<file path="src/fix_defines.svh">
// Word format, queue depths, credit widths and FIX byte codes
`ifndef FIX_DEFINES_SVH
`define FIX_DEFINES_SVH

// Word layout: lane 3 in bits 31:24 holds the earliest byte
`define FIX_WORD_W 32
`define FIX_LANES 4
`define FIX_POS_W 3

// Flow control
`define FIX_IN_CREDITS 4 // Also the input queue depth
`define FIX_FQ_DEPTH 4
`define FIX_OUT_CREDITS_W 3

// Byte codes
`define FIX_SOH 8'h01
`define FIX_SEP 8'h3D // '='
`define FIX_NO_POS 3'b111

`endif

</file>
<file path="src/fix_pkg.sv">
// Parse state enum, split word struct and field record struct
`include "fix_defines.svh"

package fix_pkg;

	// Which part of a field the next byte belongs to
	typedef enum logic {
		ST_TAG = 1'b0,
		ST_VALUE = 1'b1
	} fix_state_e;

	// One input word after lane classification
	typedef struct packed {
		logic [`FIX_WORD_W-1:0] data;
		logic [`FIX_LANES-1:0] tag_mask;
		logic [`FIX_LANES-1:0] value_mask;
		logic [`FIX_LANES-1:0] soh_lane; // One-hot, zero when no SOH
		fix_state_e exit_state;
	} fix_lanes_t;

	// One finished field
	typedef struct packed {
		logic [15:0] tag; // Decimal tag, saturates at 16'hFFFF
		logic tag_err; // Non-digit byte seen in the tag
		logic [7:0] value_len;
		logic [7:0] value_sum; // Sum of value bytes mod 256
	} fix_field_t;

endpackage

</file>
<file path="src/fix_delim_detect.sv">
// SOH and '=' lane position encoder with duplicate delimiter flag
`timescale 1ns/1ps
`include "fix_defines.svh"

module fix_delim_detect (
	input logic [`FIX_WORD_W-1:0] word_i,
	output logic [`FIX_POS_W-1:0] soh_pos_o,
	output logic [`FIX_POS_W-1:0] sep_pos_o,
	output logic bad_o
);

	logic [`FIX_LANES-1:0] soh_hit;
	logic [`FIX_LANES-1:0] sep_hit;

	// Lane index of the highest set bit, or the no-position code
	function automatic logic [`FIX_POS_W-1:0] enc_pos(input logic [`FIX_LANES-1:0] hit);
		logic [`FIX_POS_W-1:0] pos;
		pos = `FIX_NO_POS;
		for (int i = 0; i < `FIX_LANES; i++) begin
			if (hit[i]) begin
				pos = i[`FIX_POS_W-1:0];
			end
		end
		return pos;
	endfunction

	always_comb begin
		for (int i = 0; i < `FIX_LANES; i++) begin
			soh_hit[i] = (word_i[i*8 +: 8] == `FIX_SOH);
			sep_hit[i] = (word_i[i*8 +: 8] == `FIX_SEP);
		end
	end

	assign soh_pos_o = enc_pos(soh_hit);
	assign sep_pos_o = enc_pos(sep_hit);

	// More than one bit set in either hit vector
	assign bad_o = ((soh_hit & (soh_hit - 1'b1)) != '0) ||
		((sep_hit & (sep_hit - 1'b1)) != '0);

endmodule

</file>
<file path="src/fix_lane_splitter.sv">
// Lane classifier into tag, value and SOH lanes with exit state
`timescale 1ns/1ps
`include "fix_defines.svh"

module fix_lane_splitter (
	input logic [`FIX_WORD_W-1:0] word_i,
	input logic [`FIX_POS_W-1:0] soh_pos_i,
	input logic [`FIX_POS_W-1:0] sep_pos_i,
	input fix_pkg::fix_state_e state_i,
	output fix_pkg::fix_lanes_t lanes_o
);

	logic [`FIX_LANES-1:0] soh_hot;
	logic [`FIX_LANES-1:0] sep_hot;
	logic [`FIX_LANES-1:0] tag_mask;
	logic [`FIX_LANES-1:0] value_mask;
	fix_pkg::fix_state_e exit_state;

	// No-position code maps to an all-zero vector
	function automatic logic [`FIX_LANES-1:0] pos_to_hot(input logic [`FIX_POS_W-1:0] pos);
		logic [`FIX_LANES-1:0] hot;
		hot = '0;
		for (int i = 0; i < `FIX_LANES; i++) begin
			if (int'(pos) == i) begin
				hot[i] = 1'b1;
			end
		end
		return hot;
	endfunction

	assign soh_hot = pos_to_hot(soh_pos_i);
	assign sep_hot = pos_to_hot(sep_pos_i);

	// Examples
	//   "35=A" from ST_TAG: tag 3..2, sep at 1, value at 0, exit ST_VALUE
	//   "9\x0110" from ST_VALUE: value at 3, SOH at 2, tag 1..0, exit ST_TAG
	// With no delimiter every lane takes the entry state
	always_comb begin : walk
		fix_pkg::fix_state_e st;
		st = state_i;
		tag_mask = '0;
		value_mask = '0;
		for (int i = `FIX_LANES - 1; i >= 0; i--) begin
			if (soh_hot[i]) begin
				st = fix_pkg::ST_TAG; // Field closes, next byte starts a tag
			end else if (sep_hot[i]) begin
				st = fix_pkg::ST_VALUE;
			end else if (st == fix_pkg::ST_TAG) begin
				tag_mask[i] = 1'b1;
			end else begin
				value_mask[i] = 1'b1;
			end
		end
		exit_state = st;
	end

	always_comb begin
		lanes_o.data = word_i;
		lanes_o.tag_mask = tag_mask;
		lanes_o.value_mask = value_mask;
		lanes_o.soh_lane = soh_hot;
		lanes_o.exit_state = exit_state;
	end

endmodule

</file>
<file path="src/fix_field_builder.sv">
// Tag and value accumulator folding lanes into a field record queue
`timescale 1ns/1ps
`include "fix_defines.svh"

module fix_field_builder (
	input logic clk_i,
	input logic rst_n_i,
	input fix_pkg::fix_lanes_t lanes_i,
	input logic take_i,
	input logic send_i,
	output logic fq_room_o,
	output fix_pkg::fix_field_t fq_head_o,
	output logic fq_empty_o
);

	localparam int PTR_W = $clog2(`FIX_FQ_DEPTH);

	fix_pkg::fix_field_t acc_q;
	fix_pkg::fix_field_t acc_nxt;
	fix_pkg::fix_field_t push_rec;
	logic push;

	fix_pkg::fix_field_t fq_mem [`FIX_FQ_DEPTH];
	logic [PTR_W-1:0] wr_ptr;
	logic [PTR_W-1:0] rd_ptr;
	logic [PTR_W:0] fq_cnt;

	// Lanes fold from 3 down to 0; the SOH lane closes the record
	always_comb begin : fold
		logic [7:0] lane_byte;
		logic [19:0] tag_wide;
		acc_nxt = acc_q;
		push = 1'b0;
		push_rec = acc_q;
		for (int i = `FIX_LANES - 1; i >= 0; i--) begin
			lane_byte = lanes_i.data[i*8 +: 8];
			tag_wide = ({4'd0, acc_nxt.tag} * 20'd10) + {12'd0, lane_byte - 8'h30};
			if (lanes_i.tag_mask[i]) begin
				if (lane_byte >= 8'h30 && lane_byte <= 8'h39) begin
					acc_nxt.tag = (tag_wide > 20'h0FFFF) ? 16'hFFFF : tag_wide[15:0];
				end else begin
					acc_nxt.tag_err = 1'b1; // Tag number left as it was
				end
			end else if (lanes_i.value_mask[i]) begin
				acc_nxt.value_len = acc_nxt.value_len + 8'd1;
				acc_nxt.value_sum = acc_nxt.value_sum + lane_byte;
			end else if (lanes_i.soh_lane[i]) begin
				push = take_i;
				push_rec = acc_nxt;
				acc_nxt = '0;
			end
		end
	end

	always_ff @(posedge clk_i) begin
		if (!rst_n_i) begin
			acc_q <= '0;
			wr_ptr <= '0;
			rd_ptr <= '0;
			fq_cnt <= '0;
		end else begin
			if (take_i) begin
				acc_q <= acc_nxt;
			end
			if (push) begin
				wr_ptr <= wr_ptr + 1'b1;
			end
			if (send_i) begin
				rd_ptr <= rd_ptr + 1'b1;
			end
			fq_cnt <= fq_cnt + push - send_i;
		end
	end

	always_ff @(posedge clk_i) begin
		if (push) begin
			fq_mem[wr_ptr] <= push_rec;
		end
	end

	assign fq_head_o = fq_mem[rd_ptr];
	assign fq_empty_o = (fq_cnt == '0);
	assign fq_room_o = (fq_cnt != (PTR_W + 1)'(`FIX_FQ_DEPTH));

endmodule

</file>
<file path="src/fix_parser_ctrl.sv">
// Input word queue, parse state, credit counters and sticky error
`timescale 1ns/1ps
`include "fix_defines.svh"

module fix_parser_ctrl (
	input logic clk_i,
	input logic rst_n_i,
	input logic word_valid_i,
	input logic [`FIX_WORD_W-1:0] word_i,
	input logic field_credit_i,
	input logic bad_i,
	input fix_pkg::fix_state_e exit_state_i,
	input logic fq_room_i,
	input logic fq_empty_i,
	output logic [`FIX_WORD_W-1:0] head_word_o,
	output fix_pkg::fix_state_e state_o,
	output logic take_o,
	output logic send_o,
	output logic in_credit_o,
	output logic field_valid_o,
	output logic parse_err_o
);

	localparam int PTR_W = $clog2(`FIX_IN_CREDITS);

	logic [`FIX_WORD_W-1:0] in_mem [`FIX_IN_CREDITS];
	logic [PTR_W-1:0] wr_ptr;
	logic [PTR_W-1:0] rd_ptr;
	logic [PTR_W:0] in_cnt;
	logic in_full;
	logic in_push;
	logic pop;
	logic [`FIX_OUT_CREDITS_W-1:0] out_credits;
	fix_pkg::fix_state_e state_q;
	logic in_credit_q;
	logic parse_err_q;

	assign in_full = (in_cnt == (PTR_W + 1)'(`FIX_IN_CREDITS));
	assign in_push = word_valid_i && !in_full; // Upstream credits keep this from overflowing
	assign pop = (in_cnt != '0) && fq_room_i;
	assign take_o = pop && !bad_i; // Bad word is dropped without folding
	assign send_o = !fq_empty_i && (out_credits != '0);

	always_ff @(posedge clk_i) begin
		if (!rst_n_i) begin
			wr_ptr <= '0;
			rd_ptr <= '0;
			in_cnt <= '0;
			out_credits <= '0;
			state_q <= fix_pkg::ST_TAG;
			in_credit_q <= 1'b0;
			parse_err_q <= 1'b0;
		end else begin
			if (in_push) begin
				wr_ptr <= wr_ptr + 1'b1;
			end
			if (pop) begin
				rd_ptr <= rd_ptr + 1'b1;
			end
			in_cnt <= in_cnt + in_push - pop;
			out_credits <= out_credits + field_credit_i - send_o;
			if (take_o) begin
				state_q <= exit_state_i;
			end
			in_credit_q <= pop;
			if (pop && bad_i) begin
				parse_err_q <= 1'b1;
			end
		end
	end

	always_ff @(posedge clk_i) begin
		if (in_push) begin
			in_mem[wr_ptr] <= word_i;
		end
	end

	assign head_word_o = in_mem[rd_ptr];
	assign state_o = state_q;
	assign in_credit_o = in_credit_q;
	assign field_valid_o = send_o;
	assign parse_err_o = parse_err_q;

endmodule

</file>
<file path="src/fix_parser_top.sv">
// FIX parser top level with control, delimiter, splitter and builder
`timescale 1ns/1ps
`include "fix_defines.svh"

module fix_parser_top (
	input logic clk_i,
	input logic rst_n_i,
	input logic word_valid_i,
	input logic [`FIX_WORD_W-1:0] word_i,
	input logic field_credit_i,
	output logic in_credit_o,
	output logic field_valid_o,
	output fix_pkg::fix_field_t field_o,
	output logic parse_err_o
);

	logic [`FIX_WORD_W-1:0] head_word;
	fix_pkg::fix_state_e state;
	logic [`FIX_POS_W-1:0] soh_pos;
	logic [`FIX_POS_W-1:0] sep_pos;
	logic bad;
	fix_pkg::fix_lanes_t lanes;
	logic take;
	logic send;
	logic fq_room;
	logic fq_empty;

	fix_parser_ctrl i_ctrl (
		.clk_i(clk_i),
		.rst_n_i(rst_n_i),
		.word_valid_i(word_valid_i),
		.word_i(word_i),
		.field_credit_i(field_credit_i),
		.bad_i(bad),
		.exit_state_i(lanes.exit_state),
		.fq_room_i(fq_room),
		.fq_empty_i(fq_empty),
		.head_word_o(head_word),
		.state_o(state),
		.take_o(take),
		.send_o(send),
		.in_credit_o(in_credit_o),
		.field_valid_o(field_valid_o),
		.parse_err_o(parse_err_o)
	);

	fix_delim_detect i_delim (
		.word_i(head_word),
		.soh_pos_o(soh_pos),
		.sep_pos_o(sep_pos),
		.bad_o(bad)
	);

	fix_lane_splitter i_split (
		.word_i(head_word),
		.soh_pos_i(soh_pos),
		.sep_pos_i(sep_pos),
		.state_i(state),
		.lanes_o(lanes)
	);

	fix_field_builder i_build (
		.clk_i(clk_i),
		.rst_n_i(rst_n_i),
		.lanes_i(lanes),
		.take_i(take),
		.send_i(send),
		.fq_room_o(fq_room),
		.fq_head_o(field_o),
		.fq_empty_o(fq_empty)
	);

endmodule

</file>
<file path="config.mk">
export PLATFORM = sky130hd
export DESIGN_NAME = fix_parser_top
export DESIGN_NICKNAME = d
export VERILOG_FILES = /design/src/fix_pkg.sv /design/src/fix_delim_detect.sv /design/src/fix_lane_splitter.sv /design/src/fix_field_builder.sv /design/src/fix_parser_ctrl.sv /design/src/fix_parser_top.sv
export VERILOG_INCLUDE_DIRS = /design/src
export SDC_FILE = /design/constraint.sdc
export NUM_CORES = 1
export LEC_CHECK = 0
export BUFFER_PORTS_ARGS = -buffer_cell sky130_fd_sc_hd__clkbuf_2
export CAP_MARGIN = 20
export CORE_MARGIN = 3
export CORE_UTILIZATION = 64
export DETAILED_ROUTE_END_ITERATION = 8
export HOLD_SLACK_MARGIN = 0.03
export PLACE_DENSITY = 0.83
export SYNTH_ARGS = -nofsm -noshare
export SYNTH_HDL_FRONTEND = slang
export SYNTH_SLANG_ARGS = --single-unit
</file>
<file path="constraint.sdc">
create_clock -name clk_i -period 20.3 [get_ports clk_i]
set_clock_uncertainty 0.2 [all_clocks]
set_input_delay 0 -clock clk_i [delete_from_list [all_inputs] [get_ports clk_i]]
set_output_delay 0 -clock clk_i [all_outputs]
set_load 0.02 [all_outputs]
</file>
== Yosys cells after proc, flatten, opt, wreduce, memory -nomap -nowiden ==
Memory sizes are Yosys's and may differ from the RTL's. A register that Yosys moved wholly into a read port is not among the register bits.
Index checks and enable logic that the tools add are counted.
Word-level totals
  word-level logic and storage cells: 207
  flip-flop bits (word level): 53
  memories: 2
  memory bits (writable): 260
  input bits: 36
Cells by class
  multiplexer cells: 109
  equal/unequal tests: 16
  bitwise operators: 2
  order comparisons: 12
  reduce and logical (&&, ||, !) cells: 20
  multipliers: 4
  add/sub/neg operators: 28
Memory list
  i_build.fq_mem: depth 4, width 33, rd ports 1, clocked after Yosys merged registers in 1, write ports 1, line fix_field_builder.sv:23  | fix_pkg::fix_field_t fq_mem [`FIX_FQ_DEPTH];
  i_ctrl.in_mem: depth 4, width 32, rd ports 1, clocked after Yosys merged registers in 1, write ports 1, line fix_parser_ctrl.sv:26  | logic [`FIX_WORD_W-1:0] in_mem [`FIX_IN_CREDITS];
Operator list (count)
  2-to-1 mux 33 bit: 13
  2-to-1 mux 16 bit: 16
  2-to-1 mux 17 bit: 8
  adder 20 x 8 -> 20 bit: 4
  > comparator 20 x 16 -> 1 bit, second input constant: 4
  multiplier 16 x 3 -> 19 bit, second input constant: 4
  2-to-1 mux 1 bit: 60
  adder 8 x 1 -> 8 bit, second input constant: 4
  adder 8 bit: 4
  == test 8 x 1 -> 1 bit, second input constant: 4
  == test 8 x 6 -> 1 bit, second input constant: 4
  greater-or-equal comparator 8 x 6 -> 1 bit, second input constant: 4
  <= comparator 8 x 6 -> 1 bit, second input constant: 4
  subtractor 8 x 6 -> 8 bit, second input constant: 4
  2-to-1 mux 3 bit: 8
  == test 3 bit, second input constant: 5
  adder 3 x 1 -> 3 bit: 3
  logical AND 1 bit: 9
  logical NOT 3 bit: 3
  subtractor 3 x 1 -> 3 bit: 3
  adder 2 x 1 -> 2 bit, second input constant: 4
  AND 4 bit: 2
  2-to-1 mux 2 bit: 4
  nonzero test 4 bit: 2
  6 further kinds: 11

== Logic depth before layout (Yosys ltp) ==
  word-level depth: 29
  gate-level depth with buffers: 70
  mapped depth without buffers: 62

== By module ==
From an unflattened synthesis, not the netlist that was laid out.
Second synthesis, totals
  cells, all modules: 2182
  area, all modules: 22945.8 µm²
By module, submodules not included
  fix_field_builder: instances 1, seq. area each 4804.6 µm², area each 16673.5 µm², cells an instance 1819
  fix_parser_ctrl: instances 1, seq. area each 4144.0 µm², area each 5407.7 µm², cells an instance 242
  fix_lane_splitter: instances 1, seq. area each 0.0 µm², area each 565.5 µm², cells an instance 82
  fix_delim_detect: instances 1, seq. area each 0.0 µm², area each 299.0 µm², cells an instance 39

== Least setup slack after synthesis ==
OpenSTA, ideal clock, no wires.
  kind: flip-flop to flip-flop
  from: reg (tool-made name)
  to: reg i_build.acc_q[28] (netlist bit)
  data required time: 19975 ps
  path slack: 4040 ps
  arrival: 15935 ps
  cell stages (with the launch flop): 60
  buffers on the path: 7
  period minus slack after synthesis: 16260 ps
  path through: dfxtp_1 buf_4 buf_6 buf_2 buf_2 mux4_2 ha_1 xnor2_1 ha_1 o21ai_0 a32o_1 nor4b_1 nand4_1 a211oi_2 buf_2 a22o_1 inv_1 ha_1 [... 24 more ...] nor2_1 buf_2 a2bb2oi_1 ha_1 ha_1 a21o_1 a221oi_1 o21ai_1 a2111oi_0 nor3_1 a211oi_1 nor4bb_1 o21ai_1 nor3_1 clkbuf_1 nand4_1 a21oi_1 o2bb2ai_1
RTL lines
  end signal, assigned: line fix_field_builder.sv:63  | acc_q <= acc_nxt;
  end, declared: line fix_field_builder.sv:18  | fix_pkg::fix_field_t acc_q;

==> results.toml <==
[status]
status = "completed"

[critical_path]
worst-setup-path-type = "register to register"
worstPathRequired_ns = 20.61
worstPathArrival_ns = 18.90
endpoint_kind = "register"
startpoint_type = "register"
crit_top_cell = "ha_1"
critical_path.slowest_cell = "a211oi_1"
cp_max_fo = 32
max_stage_delay_ns = 0.72

[timing]
max_freq_mhz = 53.8
finalCritPeriodShare_pct = 91.6
setup_viol = 0
setup_tns_ns = 0
hold_violations = 0
finalMaxSlewViolations = 0
worst_pin_slew_ns = 1.15
finalWorstSetupSlack_ns = 1.71
period_needed_ns = 18.59
rsz0062_at_grt = "no"
whs_ns = 0.277
maxSlewHeadroom_pct = 22.6

[placed_design]
place_inst = 2574
gp_congestion = 0.988
port_buffers = 71
pre_cts_ws_ns = 1.75
dpl-instance-area_um2 = 23100
dp_hpwl_mm = 44.1

[floorplan]
initial_core_util_pct = 65.8
pin_count = 72
dieHeight_um = 193
core_area_um2 = 34000
die_x_um = 193
dieArea_um2 = 37200
core.rowCount = 67

[route]
firstDrtPassIters = 8
wl_per_cell_um = 23.6
viasPerCell = 6.81
maxUsedRoutingLayer = "met4"
dr_total_vias = 18400
drc = 0
wirelength_mm = 63.9
drtIter0Drc = 2397
met2_wirelength_mm = 29.9
drtAntennaViolNets = 0
wl_met3_mm = 6.39
wl_met1_mm = 25.3

[clocking]
h-tree-depth = 1
clock_path_buffers = 3
cts_made_buffers = 31
cts.clk_slew.worst_paths_ns = 0.07
cts_setup_buffers = 0
clk_latency_ns = 0.60
cts_tree = "done"
clock-root-buffer = "clkbuf_16"
cts_sinks = 317

[power_and_ir_drop]
p_leak_nw = 9.67
ir_drop_uv = 184
total_power_mw = 4.57
power_density_nw_per_um2 = 184

[yosys]
synthFlopType = "edfxtp_1"
yosys.area.top_type = "edfxtp_1"
yosysUniqueCellTypes = 100
syn_inst = 2126
synthesis.area_um2 = 22300
syn_nets = 2363
ys_seq_area_share_pct = 40.1
synth-edff-count = 260
synth_top_area_share_pct = 35.0
ys_ff_latch = 317
yosysWarningCount = 0
synth.area.top_cells = "edfxtp_1, ha_1, mux4_2"
syn-mean-instance-area_um2 = 10.5
async_reset_ff_share_pct = 0

[finish]
fin_util_pct = 73.1
final_cell_area_um2 = 24800
antennaDiodeCount = 0
register_area_um2 = 8950
nNetsFinal = 2466
fillers = 2262
multi_input_area_um2 = 12700
drive_gt1_share_pct = 12.2
syn2layout_area_growth_pct = 11.2
stdcell_count = 2702

[run]
maxCapViolCount = 0

[global_routing]
overflow = 0
grt_pass1_wl_mm = 100
grt_start_max_net_pins = 59
grt_pass1_vias = 17800
grt_usage_pct = 34.5
antenna_found_initial = 0

[hold_path]
min_path_type = "register to register"
[kinds of logic after synthesis]
family                     synth area share, %
DFF                                       40.1
buffers and inverters                     3.40
AOI/OAI and AO/OA                         17.6
and+or+nand+nor                           13.6
muxes                                     7.85
adders and majority gates                 11.9
xor gates and xnor gates                  5.65
[worst paths after layout]
check        slack (ns)  cells after the start          startpoint                 end
max                1.71                     59            register   i_build.acc_q[23]
min                0.28                      1  i_ctrl.parse_err_o  i_ctrl.parse_err_o
max reg2reg        1.71                     59            register   i_build.acc_q[23]
min reg2reg        0.28                      1  i_ctrl.parse_err_o  i_ctrl.parse_err_o
[report_power, final]
part	leakage [nW]	switching, mW	internal, mW
Combinational	6.39	1.96	1.18
Clock	0.482	0.257	0.321
Sequential	2.80	0.0645	0.798
Total	9.67	2.28	2.30
[flip-flops by register name, summed over array words and instances (netlist names), named ones only]
name,cells
i_ctrl.out_credits,3
i_ctrl.state_o,1
i_ctrl.parse_err_o,1
i_build.rd_ptr,2
i_ctrl.in_cnt,3
i_ctrl.wr_ptr,2
i_ctrl.rd_ptr,2
i_ctrl.in_credit_o,1
i_build.wr_ptr,2
i_build.fq_cnt,3
i_build.fq_mem,132
i_build.acc_q,33
i_ctrl.in_mem,128
[worst max-delay path: cells and delay by family (launching register included)]
family | cells | cell delay, ns
compound gates | 24 | 7.58
xor+xnor | 1 | 0.20
fa+ha+maj | 10 | 3.10
buf+inv | 6 | 1.30
flops | 1 | 0.31
mux | 3 | 1.24
simple gates | 15 | 4.48
[synthesized netlist by cell type (7+ instances only)]
cell       count
or3_1         13
nand3_1       40
a21o_1        39
buf_1         10
o2111ai_1     10
mux4_2        65
or2_2         15
nand4_1       23
nand2b_1      13
o211ai_1      23
ha_1         186
dfxtp_1       57
a31oi_1       22
o2bb2ai_1     11
o21ai_0      100
and4_1         7
mux2_2         8
a22oi_1       23
and3_1        17
nor2_1       136
inv_1         96
nor3_1        33
a21oi_1      162
buf_2          7
xor2_1        59
fa_1          15
nor3b_1        9
o21bai_1      19
clkbuf_1      80
a211oi_1      27
o21ai_1        8
nor4_1        11
mux2i_1       20
nand2_1      148
or4_1          8
o31ai_1       12
nor2b_1       27
o21a_1        19
edfxtp_1     260
a221o_1        8
xnor2_1       85
and2_1        51
[area by class of cell]
class                      count  area share (%)
multi-input combinational   1612            51.0
sequential                   317            36.0
timing repair buffer         169            5.12
clock buffer                  39            3.37
tap                          448            2.26
inverter                      98            1.48
clock inverter                19           0.746
[per-layer routing]
metal / vias up / global-route usage [%]
met1: 8857 / 46.9
li1: 8287 / -
met3: 181 / 6.61
met5: - / 0
met4: 0 / 11.1
met2: 1080 / 56.1
[repair_timing]
item | CTS | global route
resized for setup | 0 | 1
endpoints found under the setup margin | 0 | 5
hold endpoints to repair | 169 | 0
hold buffers | 68 | 0
[cell usage in the layout, fill, tap and decap left out, types with 28 or more instances in the layout]
master / synthesis / routed
xor2_1: 59 / 59
clkbuf_16: 0 / 31
a21o_1: 39 / 39
a21oi_1: 162 / 162
inv_1: 96 / 96
xnor2_1: 85 / 85
dlygate4sd3_1: 0 / 68
nand3_1: 40 / 40
o21ai_0: 100 / 100
nor3_1: 33 / 31
buf_4: 1 / 28
mux4_2: 65 / 65
and2_1: 51 / 51
edfxtp_1: 260 / 260
nand2_1: 148 / 148
nor2_1: 136 / 133
clkbuf_2: 0 / 71
ha_1: 186 / 186
dfxtp_1: 57 / 55
(Power assumes the default switching activity.)
